File: config.mk
export PLATFORM = sky130hd
export DESIGN_NAME = pkt_proc_top
export DESIGN_NICKNAME = d
export VERILOG_FILES = /design/src/pkt_proc_pkg.sv /design/src/table_mem.sv /design/src/table_arbiter.sv /design/src/lookup_pipe.sv /design/src/mgmt_regs.sv /design/src/pkt_proc_top.sv
export VERILOG_INCLUDE_DIRS = /design/src
export SDC_FILE = /design/constraint.sdc
export NUM_CORES = 2
export LEC_CHECK = 0
export ABC_AREA = 1
export BUFFER_PORTS_ARGS = -buffer_cell sky130_fd_sc_hd__buf_4
export CORE_ASPECT_RATIO = 1.75
export CORE_MARGIN = 10
export CORE_UTILIZATION = 62
export DETAILED_ROUTE_END_ITERATION = 12
export GPL_ROUTABILITY_DRIVEN = 0
export PLACE_DENSITY = 0.79
export SLEW_MARGIN = 5
export SYNTH_ARGS = -nofsm -noshare
export SYNTH_HDL_FRONTEND = slang
export SYNTH_SLANG_ARGS = --single-unit
File: constraint.sdc
create_clock -name axil_if -period 6.3 [get_ports axil_if]
set_input_delay 1.26 -clock axil_if [delete_from_list [all_inputs] [get_ports axil_if]]
set_output_delay 1.26 -clock axil_if [all_outputs]
set_load 0.01 [all_outputs]
File: src/pkt_proc_params.svh
`ifndef PKT_PROC_PARAMS_SVH
`define PKT_PROC_PARAMS_SVH

// ====================
// Datapath sizing
// ====================

// Ingress pipelines, and table peers (management plus one per pipeline)
`define PP_NUM_PORTS  2
`define PP_NUM_PEERS  3

// 64 table entries
`define PP_TBL_AW     6

// Lookup input FIFO, power of two
`define PP_FIFO_DEPTH 4

// ====================
// Register map
// ====================

`define PP_REG_CTRL      12'h000
`define PP_REG_MISS_PORT 12'h004
`define PP_REG_TSTAMP    12'h008
`define PP_REG_DROPS     12'h00C

// Table window, one word per entry
`define PP_TBL_BASE      12'h100

`endif

File: src/pkt_proc_pkg.sv
`include "pkt_proc_params.svh"

package pkt_proc_pkg;

    // ====================
    // Ingress
    // ====================

    // One header word per ingress strobe
    typedef struct packed {
        logic [7:0] dst_key;
        logic [5:0] dscp;
        logic [7:0] proto;
        logic [9:0] pkt_id;
    } pkt_hdr_t;

    // ====================
    // Match table
    // ====================

    // Field view used by the lookup pipes
    typedef struct packed {
        logic        valid;
        logic        drop;
        logic [1:0]  key_tag;      // Top two bits of dst_key
        logic [3:0]  egress_port;
        logic [5:0]  new_dscp;
        logic [17:0] spare;
    } tbl_fields_t;

    // Management sees the raw word, the pipes see the fields
    typedef union packed {
        logic [31:0] raw;
        tbl_fields_t fld;
    } tbl_entry_u;

    // Request from one arbiter peer
    typedef struct packed {
        logic                  req;
        logic                  we;
        logic [`PP_TBL_AW-1:0] addr;
        logic [31:0]           wdata;
    } tbl_req_t;

    // ====================
    // Egress
    // ====================

    typedef struct packed {
        logic [9:0]  pkt_id;
        logic [3:0]  egress_port;
        logic [5:0]  dscp;
        logic        hit;
        logic        drop;
        logic [31:0] tstamp;
    } egr_meta_t;

endpackage

File: src/table_mem.sv
`timescale 1ns/1ps
`include "pkt_proc_params.svh"

module table_mem (
    input  logic                     axil_if,
    input  logic                     we,
    input  logic [`PP_TBL_AW-1:0]    addr,
    input  logic [31:0]              wdata,
    output pkt_proc_pkg::tbl_entry_u rdata
);

    localparam int DEPTH = 1 << `PP_TBL_AW;

    // Match table storage
    logic [31:0] mem [DEPTH];

    // ====================
    // Single port access
    // ====================

    // Registered read, old data returned on a write cycle
    always_ff @(posedge axil_if) begin
        if (we) begin
            mem[addr] <= wdata;
        end
        rdata <= mem[addr];
    end

endmodule

File: src/table_arbiter.sv
`timescale 1ns/1ps
`include "pkt_proc_params.svh"

module table_arbiter (
    input  logic                     axil_if,
    input  logic                     rst_n,
    input  pkt_proc_pkg::tbl_req_t   req    [`PP_NUM_PEERS],
    output logic                     gnt    [`PP_NUM_PEERS],
    output logic                     rvalid [`PP_NUM_PEERS],
    output pkt_proc_pkg::tbl_entry_u rdata
);
    import pkt_proc_pkg::*;

    logic [1:0] last;
    logic [1:0] cand;
    logic [1:0] sel;
    logic       found;
    tbl_req_t   win;
    logic [1:0] rd_owner;
    logic       rd_pend;

    // ====================
    // Round robin pick
    // ====================

    // Search starts at the peer after the last one granted
    always_comb begin
        sel   = 2'd0;
        found = 1'b0;
        cand  = last;
        for (int i = 0; i < `PP_NUM_PEERS; i++) begin
            cand = (cand == 2'(`PP_NUM_PEERS - 1)) ? 2'd0 : cand + 2'd1;
            if (!found && req[cand].req) begin
                sel   = cand;
                found = 1'b1;
            end
        end
    end

    assign win = req[sel];

    always_comb begin
        for (int k = 0; k < `PP_NUM_PEERS; k++) begin
            gnt[k]    = found && (sel == 2'(k));
            rvalid[k] = rd_pend && (rd_owner == 2'(k));
        end
    end

    // ====================
    // Read tracking
    // ====================

    always_ff @(posedge axil_if) begin
        if (!rst_n) begin
            last    <= 2'(`PP_NUM_PEERS - 1);
            rd_pend <= 1'b0;
        end else begin
            rd_pend <= found && !win.we;
            if (found) begin
                last <= sel;
            end
        end
    end

    // Owner only matters while rd_pend is set
    always_ff @(posedge axil_if) begin
        if (found) begin
            rd_owner <= sel;
        end
    end

    table_mem mem_i (
        .axil_if (axil_if),
        .we      (found && win.we),
        .addr    (win.addr),
        .wdata   (win.wdata),
        .rdata   (rdata)
    );

endmodule

File: src/lookup_pipe.sv
`timescale 1ns/1ps
`include "pkt_proc_params.svh"

module lookup_pipe (
    input  logic                     axil_if,
    input  logic                     rst_n,
    input  logic                     hdr_valid,
    input  pkt_proc_pkg::pkt_hdr_t   hdr,
    input  logic [31:0]              tstamp,
    input  logic [3:0]               miss_port,
    output pkt_proc_pkg::tbl_req_t   tbl_req,
    input  logic                     tbl_gnt,
    input  logic                     tbl_rvalid,
    input  pkt_proc_pkg::tbl_entry_u tbl_rdata,
    output logic                     out_valid,
    output pkt_proc_pkg::egr_meta_t  out_meta,
    output logic                     drop_pulse,
    output logic                     overflow_pulse
);
    import pkt_proc_pkg::*;

    localparam int PW = $clog2(`PP_FIFO_DEPTH);

    // Input FIFO, header plus arrival timestamp
    pkt_hdr_t      fifo_hdr [`PP_FIFO_DEPTH];
    logic [31:0]   fifo_ts  [`PP_FIFO_DEPTH];
    logic [PW-1:0] wr_ptr;
    logic [PW-1:0] rd_ptr;
    logic [PW:0]   fifo_cnt;
    logic          fifo_full;
    logic          fifo_empty;
    logic          push;

    // Shadow queue for granted headers awaiting table data
    pkt_hdr_t      shq_hdr [2];
    logic [31:0]   shq_ts  [2];
    logic          shq_wr;
    logic          shq_rd;
    logic [1:0]    shq_cnt;

    pkt_hdr_t      cur_hdr;
    logic          hit;

    // ====================
    // Input FIFO
    // ====================

    assign fifo_full      = (fifo_cnt == (PW+1)'(`PP_FIFO_DEPTH));
    assign fifo_empty     = (fifo_cnt == '0);
    assign push           = hdr_valid && !fifo_full;
    assign overflow_pulse = hdr_valid && fifo_full;

    always_ff @(posedge axil_if) begin
        if (push) begin
            fifo_hdr[wr_ptr] <= hdr;
            fifo_ts[wr_ptr]  <= tstamp;
        end
    end

    always_ff @(posedge axil_if) begin
        if (!rst_n) begin
            wr_ptr   <= '0;
            rd_ptr   <= '0;
            fifo_cnt <= '0;
        end else begin
            if (push) begin
                wr_ptr <= wr_ptr + 1'b1;
            end
            if (tbl_gnt) begin
                rd_ptr <= rd_ptr + 1'b1;
            end
            case ({push, tbl_gnt})
                2'b10:   fifo_cnt <= fifo_cnt + 1'b1;
                2'b01:   fifo_cnt <= fifo_cnt - 1'b1;
                default: fifo_cnt <= fifo_cnt;
            endcase
        end
    end

    // Head entry reads the table, popped on grant
    assign tbl_req = '{
        req:   !fifo_empty && (shq_cnt != 2'd2),
        we:    1'b0,
        addr:  fifo_hdr[rd_ptr].dst_key[`PP_TBL_AW-1:0],
        wdata: 32'h0
    };

    // ====================
    // Shadow queue
    // ====================

    always_ff @(posedge axil_if) begin
        if (tbl_gnt) begin
            shq_hdr[shq_wr] <= fifo_hdr[rd_ptr];
            shq_ts[shq_wr]  <= fifo_ts[rd_ptr];
        end
    end

    always_ff @(posedge axil_if) begin
        if (!rst_n) begin
            shq_wr  <= 1'b0;
            shq_rd  <= 1'b0;
            shq_cnt <= 2'd0;
        end else begin
            if (tbl_gnt) begin
                shq_wr <= ~shq_wr;
            end
            if (tbl_rvalid) begin
                shq_rd <= ~shq_rd;
            end
            case ({tbl_gnt, tbl_rvalid})
                2'b10:   shq_cnt <= shq_cnt + 2'd1;
                2'b01:   shq_cnt <= shq_cnt - 2'd1;
                default: shq_cnt <= shq_cnt;
            endcase
        end
    end

    // ====================
    // Action stage
    // ====================

    assign cur_hdr = shq_hdr[shq_rd];
    assign hit     = tbl_rdata.fld.valid && (tbl_rdata.fld.key_tag == cur_hdr.dst_key[7:6]);

    always_ff @(posedge axil_if) begin
        if (tbl_rvalid) begin
            out_meta.pkt_id <= cur_hdr.pkt_id;
            out_meta.tstamp <= shq_ts[shq_rd];
            out_meta.hit    <= hit;
            if (hit) begin
                out_meta.egress_port <= tbl_rdata.fld.egress_port;
                out_meta.dscp        <= tbl_rdata.fld.new_dscp;
                out_meta.drop        <= tbl_rdata.fld.drop;
            end else begin
                // Miss forwards unchanged to the miss port
                out_meta.egress_port <= miss_port;
                out_meta.dscp        <= cur_hdr.dscp;
                out_meta.drop        <= 1'b0;
            end
        end
    end

    always_ff @(posedge axil_if) begin
        if (!rst_n) begin
            out_valid <= 1'b0;
        end else begin
            out_valid <= tbl_rvalid;
        end
    end

    assign drop_pulse = out_valid && out_meta.drop;

endmodule

File: src/mgmt_regs.sv
`timescale 1ns/1ps
`include "pkt_proc_params.svh"

module mgmt_regs (
    input  logic                     axil_if,
    input  logic                     rst_n,
    input  logic                     reg_wr,
    input  logic                     reg_rd,
    input  logic [11:0]              reg_addr,
    input  logic [31:0]              reg_wdata,
    output logic [31:0]              reg_rdata,
    output logic                     reg_rd_valid,
    output logic                     reg_busy,
    output logic [31:0]              tstamp,
    output logic [3:0]               miss_port,
    input  logic                     drop_pulse     [`PP_NUM_PORTS],
    input  logic                     overflow_pulse [`PP_NUM_PORTS],
    output pkt_proc_pkg::tbl_req_t   tbl_req,
    input  logic                     tbl_gnt,
    input  logic                     tbl_rvalid,
    input  pkt_proc_pkg::tbl_entry_u tbl_rdata
);

    logic                  ts_en;
    logic                  overflow;
    logic [31:0]           drops;
    logic [31:0]           drop_inc;
    logic                  ovf_any;
    logic [31:0]           reg_mux;
    logic                  tbl_sel;
    logic                  pend_req;
    logic                  pend_we;
    logic [`PP_TBL_AW-1:0] pend_addr;
    logic [31:0]           pend_wdata;
    logic                  rd_wait;

    assign tbl_sel = (reg_addr >= `PP_TBL_BASE);

    // ====================
    // Status and counters
    // ====================

    // Both pipes may drop in the same cycle
    always_comb begin
        drop_inc = '0;
        ovf_any  = 1'b0;
        for (int i = 0; i < `PP_NUM_PORTS; i++) begin
            drop_inc = drop_inc + {31'd0, drop_pulse[i]};
            ovf_any  = ovf_any | overflow_pulse[i];
        end
    end

    always_ff @(posedge axil_if) begin
        if (!rst_n) begin
            ts_en     <= 1'b0;
            overflow  <= 1'b0;
            miss_port <= '0;
            tstamp    <= '0;
            drops     <= '0;
        end else begin
            if (reg_wr && reg_addr == `PP_REG_CTRL) begin
                ts_en <= reg_wdata[0];
            end
            if (reg_wr && reg_addr == `PP_REG_MISS_PORT) begin
                miss_port <= reg_wdata[3:0];
            end
            // Sticky, write one to bit 1 clears
            if (ovf_any) begin
                overflow <= 1'b1;
            end else if (reg_wr && reg_addr == `PP_REG_CTRL && reg_wdata[1]) begin
                overflow <= 1'b0;
            end
            if (ts_en) begin
                tstamp <= tstamp + 32'd1;
            end
            drops <= drops + drop_inc;
        end
    end

    always_comb begin
        case (reg_addr)
            `PP_REG_CTRL:      reg_mux = {30'd0, overflow, ts_en};
            `PP_REG_MISS_PORT: reg_mux = {28'd0, miss_port};
            `PP_REG_TSTAMP:    reg_mux = tstamp;
            `PP_REG_DROPS:     reg_mux = drops;
            default:           reg_mux = '0;
        endcase
    end

    // ====================
    // Table access path
    // ====================

    assign tbl_req  = '{req: pend_req, we: pend_we, addr: pend_addr, wdata: pend_wdata};
    assign reg_busy = pend_req || rd_wait;

    always_ff @(posedge axil_if) begin
        if (!rst_n) begin
            pend_req     <= 1'b0;
            rd_wait      <= 1'b0;
            reg_rd_valid <= 1'b0;
        end else begin
            reg_rd_valid <= (reg_rd && !tbl_sel) || (rd_wait && tbl_rvalid);
            // Request held until the arbiter takes it
            if ((reg_wr || reg_rd) && tbl_sel) begin
                pend_req <= 1'b1;
            end else if (tbl_gnt) begin
                pend_req <= 1'b0;
            end
            if (tbl_gnt && !pend_we) begin
                rd_wait <= 1'b1;
            end else if (tbl_rvalid) begin
                rd_wait <= 1'b0;
            end
        end
    end

    always_ff @(posedge axil_if) begin
        if ((reg_wr || reg_rd) && tbl_sel) begin
            pend_we    <= reg_wr;
            pend_addr  <= reg_addr[`PP_TBL_AW+1:2];
            pend_wdata <= reg_wdata;
        end
        if (reg_rd && !tbl_sel) begin
            reg_rdata <= reg_mux;
        end else if (rd_wait && tbl_rvalid) begin
            reg_rdata <= tbl_rdata.raw;
        end
    end

endmodule

File: src/pkt_proc_top.sv
`timescale 1ns/1ps
`include "pkt_proc_params.svh"

module pkt_proc_top (
    input  logic                    axil_if,
    input  logic                    rst_n,
    input  logic                    hdr_valid [`PP_NUM_PORTS],
    input  pkt_proc_pkg::pkt_hdr_t  hdr       [`PP_NUM_PORTS],
    output logic                    out_valid [`PP_NUM_PORTS],
    output pkt_proc_pkg::egr_meta_t out_meta  [`PP_NUM_PORTS],
    input  logic                    reg_wr,
    input  logic                    reg_rd,
    input  logic [11:0]             reg_addr,
    input  logic [31:0]             reg_wdata,
    output logic [31:0]             reg_rdata,
    output logic                    reg_rd_valid,
    output logic                    reg_busy
);
    import pkt_proc_pkg::*;

    // Peer 0 is management, peers 1 and up are the pipes
    tbl_req_t    tbl_req    [`PP_NUM_PEERS];
    logic        tbl_gnt    [`PP_NUM_PEERS];
    logic        tbl_rvalid [`PP_NUM_PEERS];
    tbl_entry_u  tbl_rdata;

    logic [31:0] tstamp;
    logic [3:0]  miss_port;
    logic        drop_pulse     [`PP_NUM_PORTS];
    logic        overflow_pulse [`PP_NUM_PORTS];

    // ====================
    // Shared table
    // ====================

    table_arbiter arb_i (
        .axil_if (axil_if),
        .rst_n   (rst_n),
        .req     (tbl_req),
        .gnt     (tbl_gnt),
        .rvalid  (tbl_rvalid),
        .rdata   (tbl_rdata)
    );

    mgmt_regs regs_i (
        .axil_if        (axil_if),
        .rst_n          (rst_n),
        .reg_wr         (reg_wr),
        .reg_rd         (reg_rd),
        .reg_addr       (reg_addr),
        .reg_wdata      (reg_wdata),
        .reg_rdata      (reg_rdata),
        .reg_rd_valid   (reg_rd_valid),
        .reg_busy       (reg_busy),
        .tstamp         (tstamp),
        .miss_port      (miss_port),
        .drop_pulse     (drop_pulse),
        .overflow_pulse (overflow_pulse),
        .tbl_req        (tbl_req[0]),
        .tbl_gnt        (tbl_gnt[0]),
        .tbl_rvalid     (tbl_rvalid[0]),
        .tbl_rdata      (tbl_rdata)
    );

    // ====================
    // Ingress pipelines
    // ====================

    for (genvar i = 0; i < `PP_NUM_PORTS; i++) begin : g_pipe
        lookup_pipe pipe_i (
            .axil_if        (axil_if),
            .rst_n          (rst_n),
            .hdr_valid      (hdr_valid[i]),
            .hdr            (hdr[i]),
            .tstamp         (tstamp),
            .miss_port      (miss_port),
            .tbl_req        (tbl_req[i+1]),
            .tbl_gnt        (tbl_gnt[i+1]),
            .tbl_rvalid     (tbl_rvalid[i+1]),
            .tbl_rdata      (tbl_rdata),
            .out_valid      (out_valid[i]),
            .out_meta       (out_meta[i]),
            .drop_pulse     (drop_pulse[i]),
            .overflow_pulse (overflow_pulse[i])
        );
    end

endmodule

# [Yosys cells after proc, flatten, opt, wreduce, memory -nomap -nowiden]
# Memory sizes are Yosys's and may differ from the RTL's. A register that Yosys moved wholly into a read port is not among the register bits.
# Index checks and enable logic that the tools add are counted.
[totals] regBits=217 mem_bits_rw=2816 input_bits=114 output_inout_bits=144 wordCells=214 mem_count=9
[memory_table] memory="arb_i.mem_i.mem" words=64 width=32 read_ports=1 rd_clocked_by_memory_dff=1 wr=1 line="table_mem.sv:15" source="logic [31:0] mem [DEPTH];"
[memory_table] memory="g_pipe[0].pipe_i.fifo_hdr" words=4 width=32 read_ports=1 rd_clocked_by_memory_dff=1 wr=1 line="lookup_pipe.sv:25" source="pkt_hdr_t fifo_hdr [`PP_FIFO_DEPTH];"
[memory_table] memory="g_pipe[0].pipe_i.fifo_ts" words=4 width=32 read_ports=1 rd_clocked_by_memory_dff=1 wr=1 line="lookup_pipe.sv:26" source="logic [31:0] fifo_ts [`PP_FIFO_DEPTH];"
[memory_table] memory="g_pipe[1].pipe_i.fifo_hdr" words=4 width=32 read_ports=1 rd_clocked_by_memory_dff=1 wr=1 line="lookup_pipe.sv:25"
[memory_table] memory="g_pipe[1].pipe_i.fifo_ts" words=4 width=32 read_ports=1 rd_clocked_by_memory_dff=1 wr=1 line="lookup_pipe.sv:26"
[memory_table] memory="g_pipe[0].pipe_i.shq_hdr" words=2 width=32 read_ports=1 rd_clocked_by_memory_dff=1 wr=1 line="lookup_pipe.sv:35" source="pkt_hdr_t shq_hdr [2];"
[memory_table] memory="3 more memories"
[classes] add_sub_neg=18 magnitude_cmp=5 eq_ne=24 n_mux=58 bitwise=9 n_reduce_logical=52
[ops] operator="$bmux 40 s2" count=4
[ops] operator="$mux 40" count=6
[ops] operator="$pmux 32 s4" count=1
[ops] operator="$mux 39" count=2
[ops] operator="$mux 32" count=2
[ops] operator="$add 32x1->32 const B" count=1
[ops] operator="$add 32x32->32" count=1
[ops] operator="$mux 2" count=14
[ops] operator="$logic_and 1x1->1" count=27
[ops] operator="$eq 12x4->1 const B" count=2
[ops] operator="$mux 1" count=23
[ops] operator="$mux 10" count=2
[ops] operator="$add 2x1->2 const B" count=9
[ops] operator="$eq 2x2->1 const B" count=9
[ops] operator="$reduce_bool 2->1" count=8
[ops] operator="$eq 12x3->1 const B" count=1
[ops] operator="$eq 2x1->1 const B" count=6
[ops] operator="$ge 12x9->1 const B" count=1
[ops] operator="$ge 3x3->1 const B" count=4
[ops] operator="$logic_not 12->1" count=1
[ops] operator="$not 2->3" count=4
[ops] operator="$pmux 3 s2" count=2
[ops] operator="$logic_not 1->1" count=9
[ops] operator="$pmux 2 s2" count=2
[ops] operator="12 further kinds" count=25

# [Logic depth before layout (Yosys ltp)]
[logic_depth] depth_word=20 depth_mapped=24 ltp_nobuf=22

# [By module]
# Synthesis repeated with hierarchy kept, for this count alone.
[hier_totals] hier_cells=11459 area_unflattened_um2=123902.6
[modules_own_cells] mod="table_mem" n_inst=1 cells_each=8440 area_each_um2=86503.0 seq_area_each_um2=62139.6
[modules_own_cells] mod="lookup_pipe" n_inst=2 cells_each=955 area_each_um2=14620.3 seq_area_each_um2=11651.2
[modules_own_cells] mod="mgmt_regs" n_inst=1 cells_each=868 area_each_um2=6881.6 seq_area_each_um2=3593.4
[modules_own_cells] mod="table_arbiter" n_inst=1 cells_each=241 area_each_um2=1277.5 seq_area_each_um2=120.1

# [Worst setup path after synthesis]
# OpenSTA, ideal clock, no wires.
[synth_path] kind="register to register" from="reg arb_i.rd_owner[0]" to="reg g_pipe[1].pipe_i.shq_cnt[1]" setup_ns=0.132 arrival_time_ns=5.250 required_time_ns=6.168 setup_slack_ns=0.918 path_stages_with_launch=6 n_path_buf=0 synth_period_minus_slack_ns=5.382 path_cell_list="edfxtp_1 > nor3_1 > ha_1 > nor2_1 > and3_1 > nor3_1"
[synth_via] elab_chain_cells=4 word_cells_on_any_way=6 classes_between="3 x eq/ne; 1 x mux; 2 x reduce/logical"
[synth_lines] item="from (decl)" line="table_arbiter.sv:19" source="logic [1:0] rd_owner;"
[synth_lines] item="from (signal assigned)" line="table_arbiter.sv:68" source="rd_owner <= sel;"
[synth_lines] item="$eq 2x2->1 *" line="table_arbiter.sv:45" source="rvalid[k] = rd_pend && (rd_owner == 2'(k));"
[synth_lines] item="$logic_and 1x1->1 *" line="table_arbiter.sv:45"
[synth_lines] item="net g_pipe[1].pipe_i.tbl_rvalid" line="lookup_pipe.sv:13" source="input logic tbl_rvalid,"
[synth_lines] item="$eq 2x1->1 or $eq 2x2->1 (tied branches)" line="lookup_pipe.sv:111" source="case ({tbl_gnt, tbl_rvalid})"
[synth_lines] item="$pmux 2 s2 or $reduce_bool 2->1 (tied branches)"
[synth_lines] item="to (signal assigned)" line="lookup_pipe.sv:112" source="2'b10: shq_cnt <= shq_cnt + 2'd1;"
[synth_lines] item="to (signal assigned)" line="lookup_pipe.sv:113" source="2'b01: shq_cnt <= shq_cnt - 2'd1;"
[synth_lines] item="to (signal assigned)" line="lookup_pipe.sv:114" source="default: shq_cnt <= shq_cnt;"
[synth_lines] item="to (decl)" line="lookup_pipe.sv:39" source="logic [1:0] shq_cnt;"
# Mark *: on every way through the listed nets, which the timed path passes. The rest lies on a longest branch.
# A chain may end at the register's enable or synchronous reset.

# [Worst setup path in the final report]
[layout_path] from="reg arb_i.last[1]" to="mem arb_i.mem_i.mem[22][27] (enable)"
[layout_via] elab_chain_cells=20 word_cells_on_any_way=38 classes_between="3 x add/sub; 3 x eq/ne; 23 x mux; 4 x bitwise; 5 x reduce/logical"
[layout_lines] item="from (decl)" line="table_arbiter.sv:14" source="logic [1:0] last;"
[layout_lines] item="from (signal assigned)" line="table_arbiter.sv:55" source="last <= 2'(`PP_NUM_PEERS - 1);"
[layout_lines] item="from (signal assigned)" line="table_arbiter.sv:60" source="last <= sel;"
[layout_lines] item="$add 2x1->2 or $eq 2x2->1 (tied branches)" line="table_arbiter.sv:32" source="cand = (cand == 2'(`PP_NUM_PEERS - 1)) ? 2'd0 : cand + 2'd1;"
[layout_lines] item="$mux 2 *" line="table_arbiter.sv:32"
[layout_lines] item="parallel branches: the longest is 18 deep, another holds $add 2x1->2"
[layout_lines] item="to (decl)" line="table_mem.sv:15"
# Mark *: on every way between the ends. The select of a mux whose other input is x is not followed.

==> impl_metrics.tcl <==
set metrics [dict create \
    cts_tree "built" \
    fin_tns_setup_ns 0 \
    status "complete, no violations" \
    drv_cap 0 \
    cts_buffers 243 \
    synth_most_common_cell "nand2_1" \
    cts_setup_buffers 0 \
    ys_warn_count 0 \
    drt-total-wl_mm 347 \
    drt_iter0_markers 11306 \
    rows 216 \
    drive_gt1_share_pct 8.37 \
    route.detailed.drc 0 \
    critPathLaunchType "register" \
    synth.distinct_cells 44 \
    met3_usage_pct 5.88 \
    worst_ep_arrival_time_ns 5.94 \
    path_delay_family "simple AND/OR/NAND/NOR gates" \
    synth_top_area_share_pct 69.9 \
    post-route-min-period_ns 5.41 \
    routedWlPerCell_um 24.4 \
    grt_pass1_wl_mm 512 \
    relSlewSlack_pct 8.22 \
    ys_seq_elements 3015 \
    grt_overflow 0 \
    die_area_sq_um 218000 \
    fin_nets 11525 \
    grt_max_degree 181 \
    cp.required_ns 6.83 \
    postCtsHoldBufs 0 \
    finalMaxSlewViolations 0 \
    syn_inst 11345 \
    grt_use_total_pct 31.2 \
    holdCritPathClass "reg2reg" \
    synth_edf_count 2877 \
    htree_levels 4 \
    fp.dieH_um 611 \
    vias_per_cell 6.09 \
    cts_resized 0 \
    hold_viol_final 0 \
    use_met2_pct 51.6 \
    critPathMaxStageDelay_ns 0.69 \
    synth.avg_cell_area_sq_um 10.9 \
    critPathKind "reg2reg" \
    setup_viol 0 \
    start_util_pct 62.4 \
    cts_root_buf "clkbuf_16" \
    hpwlAfterDp_mm 202 \
    yosys-top-cells-count "nand2_1 (5401), edfxtp_1 (2877), nand3_1 (875)" \
    syn-num-nets 11478 \
    rsz0062_at_grt "false" \
    area.growth.synth_to_final_pct 10.4 \
    vias 86512 \
    n_fill_cell 12959 \
    synth_area_sq_um 124000 \
    clk_latency_ns 0.92 \
    worstPathBufferInverterCount 5 \
    ios 258 \
    numClockSinks 3015 \
    drt_pre_antenna_iters 7 \
    place_ws_ns 1.16 \
    cpMaxStageDelayCell "nor2_4" \
    grtUsageMet1_pct 35.4 \
    crit_path_end_kind "register" \
    postLayoutSetupSlackWorst_ns 0.890 \
    clock_path_buffers 4 \
    fin_crit_sh_pct 85.9 \
    clock_skew_ns 0.0594 \
    yosys_most_used_dff "edfxtp_1" \
    grt_pass1_vias 85007 \
    portBuffers 241 \
    worst_pin_slew_ns 1.38 \
    synth_top_cell_by_area "edfxtp_1" \
    antenna_found_initial 12 \
    async_reset_ff_share_pct 0 \
    worstPathCellList "nor2_1, nand2_1, nand3_2, nand3_1, nand2_1, inv_2, nand2_2, inv_1, nor2_1, o21ai_4, buf_4, nand2_1, inv_1, nand2_1, nor2_4, buf_4" \
    postRouteAntennaNets 0 \
    core-area_sq_um 198000 \
    multiInputGateArea_sq_um 31800 \
    path_max_fanout 41 \
    dieWidth_um 358 \
    fmax_ghz 0.185 \
    busiest_layer "met2" \
    clk_pin_slew_ns 0.07 \
    seq_area_frac_synth_pct 72.1 \
    synthTopCellsByArea "edfxtp_1 (70%), nand2_1 (16%), nand3_1 (3.5%), dfxtp_1 (2.2%), nor2_1 (1.5%)" \
    cp_common_cell "nand2_1" \
    register_area_sq_um 89200 \
]
==> flip-flops by register name, summed over array words and instances, names as in the netlist, 4 cells and up, named ones only <==
register	count
arb_i.mem_i.mem	2048
arb_i.mem_i.rdata	32
g_pipe.pipe_i.shq_hdr	72
regs_i.reg_rdata	32
g_pipe.pipe_i.wr_ptr	4
g_pipe.pipe_i.out_meta	108
g_pipe.pipe_i.fifo_ts	256
regs_i.drops	32
g_pipe.pipe_i.rd_ptr	4
g_pipe.pipe_i.shq_ts	128
regs_i.miss_port	4
regs_i.pend_wdata	32
regs_i.pend_addr	6
g_pipe.pipe_i.fifo_hdr	192
regs_i.tstamp	32
g_pipe.pipe_i.shq_cnt	4
g_pipe.pipe_i.fifo_cnt	6
==> worst reg2reg max path: stages (launching register included) <==
cell	delay, ns
dfxtp_1	0.47
nor2_1	0.16
nand2_1	0.13
nand3_2	0.16
nand3_1	0.14
nand2_1	0.08
inv_2	0.10
nand2_2	0.25
inv_1	0.46
nor2_1	0.18
o21ai_4	0.30
buf_4	0.61
nand2_1	0.14
inv_1	0.09
nand2_1	0.55
nor2_4	0.70
buf_4	0.47
==> per-layer routing <==
layer / share of wire [%] / routed length (um)
met4: 9.3 / 32200
met3: 11 / 38400
met1: 31 / 109000
met5: 0.019 / 65
met2: 48 / 168000
==> placed cells by master (no fill, tap or decap), types with 109 or more instances in the layout <==
cell type	count
o22ai_1	132
nor2_4	109
edfxtp_1	2877
buf_4	407
nand2_1	5399
nand3_1	872
clkbuf_16	246
nor2_1	383
dfxtp_1	134
o21ai_0	319
inv_1	186
==> stage by stage <==
| step | hold slack [ns] | utilization [%] | area [sq um] | instances |
|---|---|---|---|---|
| floorplan | 0.436 | - | 124000 | 11345 |
| global placement | 0.445 | 65.0 | 129000 | 13763 |
| detailed placement | 0.463 | 65.0 | 129000 | 13763 |
| CTS | 0.472 | 68.9 | 137000 | 14204 |
| global route | 0.493 | 68.9 | 137000 | 14205 |
| finish | 0.470 | 68.9 | 137000 | 14209 |
==> path summary, 6_finish.rpt <==
path | startpoint | end | slack (ns) | cells past startpoint
setup / recovery | arb_i.last[1] | arb_i.mem_i.mem[22][27] | 0.89 | 16
hold / removal | regs_i.pend_we | arb_i.rd_pend | 0.47 | 1
setup reg to reg | arb_i.last[1] | arb_i.mem_i.mem[22][27] | 0.89 | 16
hold reg to reg | regs_i.pend_we | arb_i.rd_pend | 0.47 | 1
==> area by class of cell <==
type                       count  share of cell area (%)
tap                         2616                    2.40
multi-input combinational   7486                    23.3
clock inverter               141                   0.952
inverter                     202                   0.561
sequential                  3015                    65.3
antenna                        5                 0.00916
clock buffer                 300                    4.72
timing repair buffer         444                    2.78
==> cell families after synthesis <==
logic type      share of synthesized area, %
fa+ha+maj                              0.210
simple gates                            22.0
mux                                    0.215
buf+inv                                 2.96
compound gates                          2.51
xor+xnor                              0.0354
flops                                   72.1
Power is not shown: default switching activity piles up to over one toggle a cycle in this logic, so the estimate is an artifact.
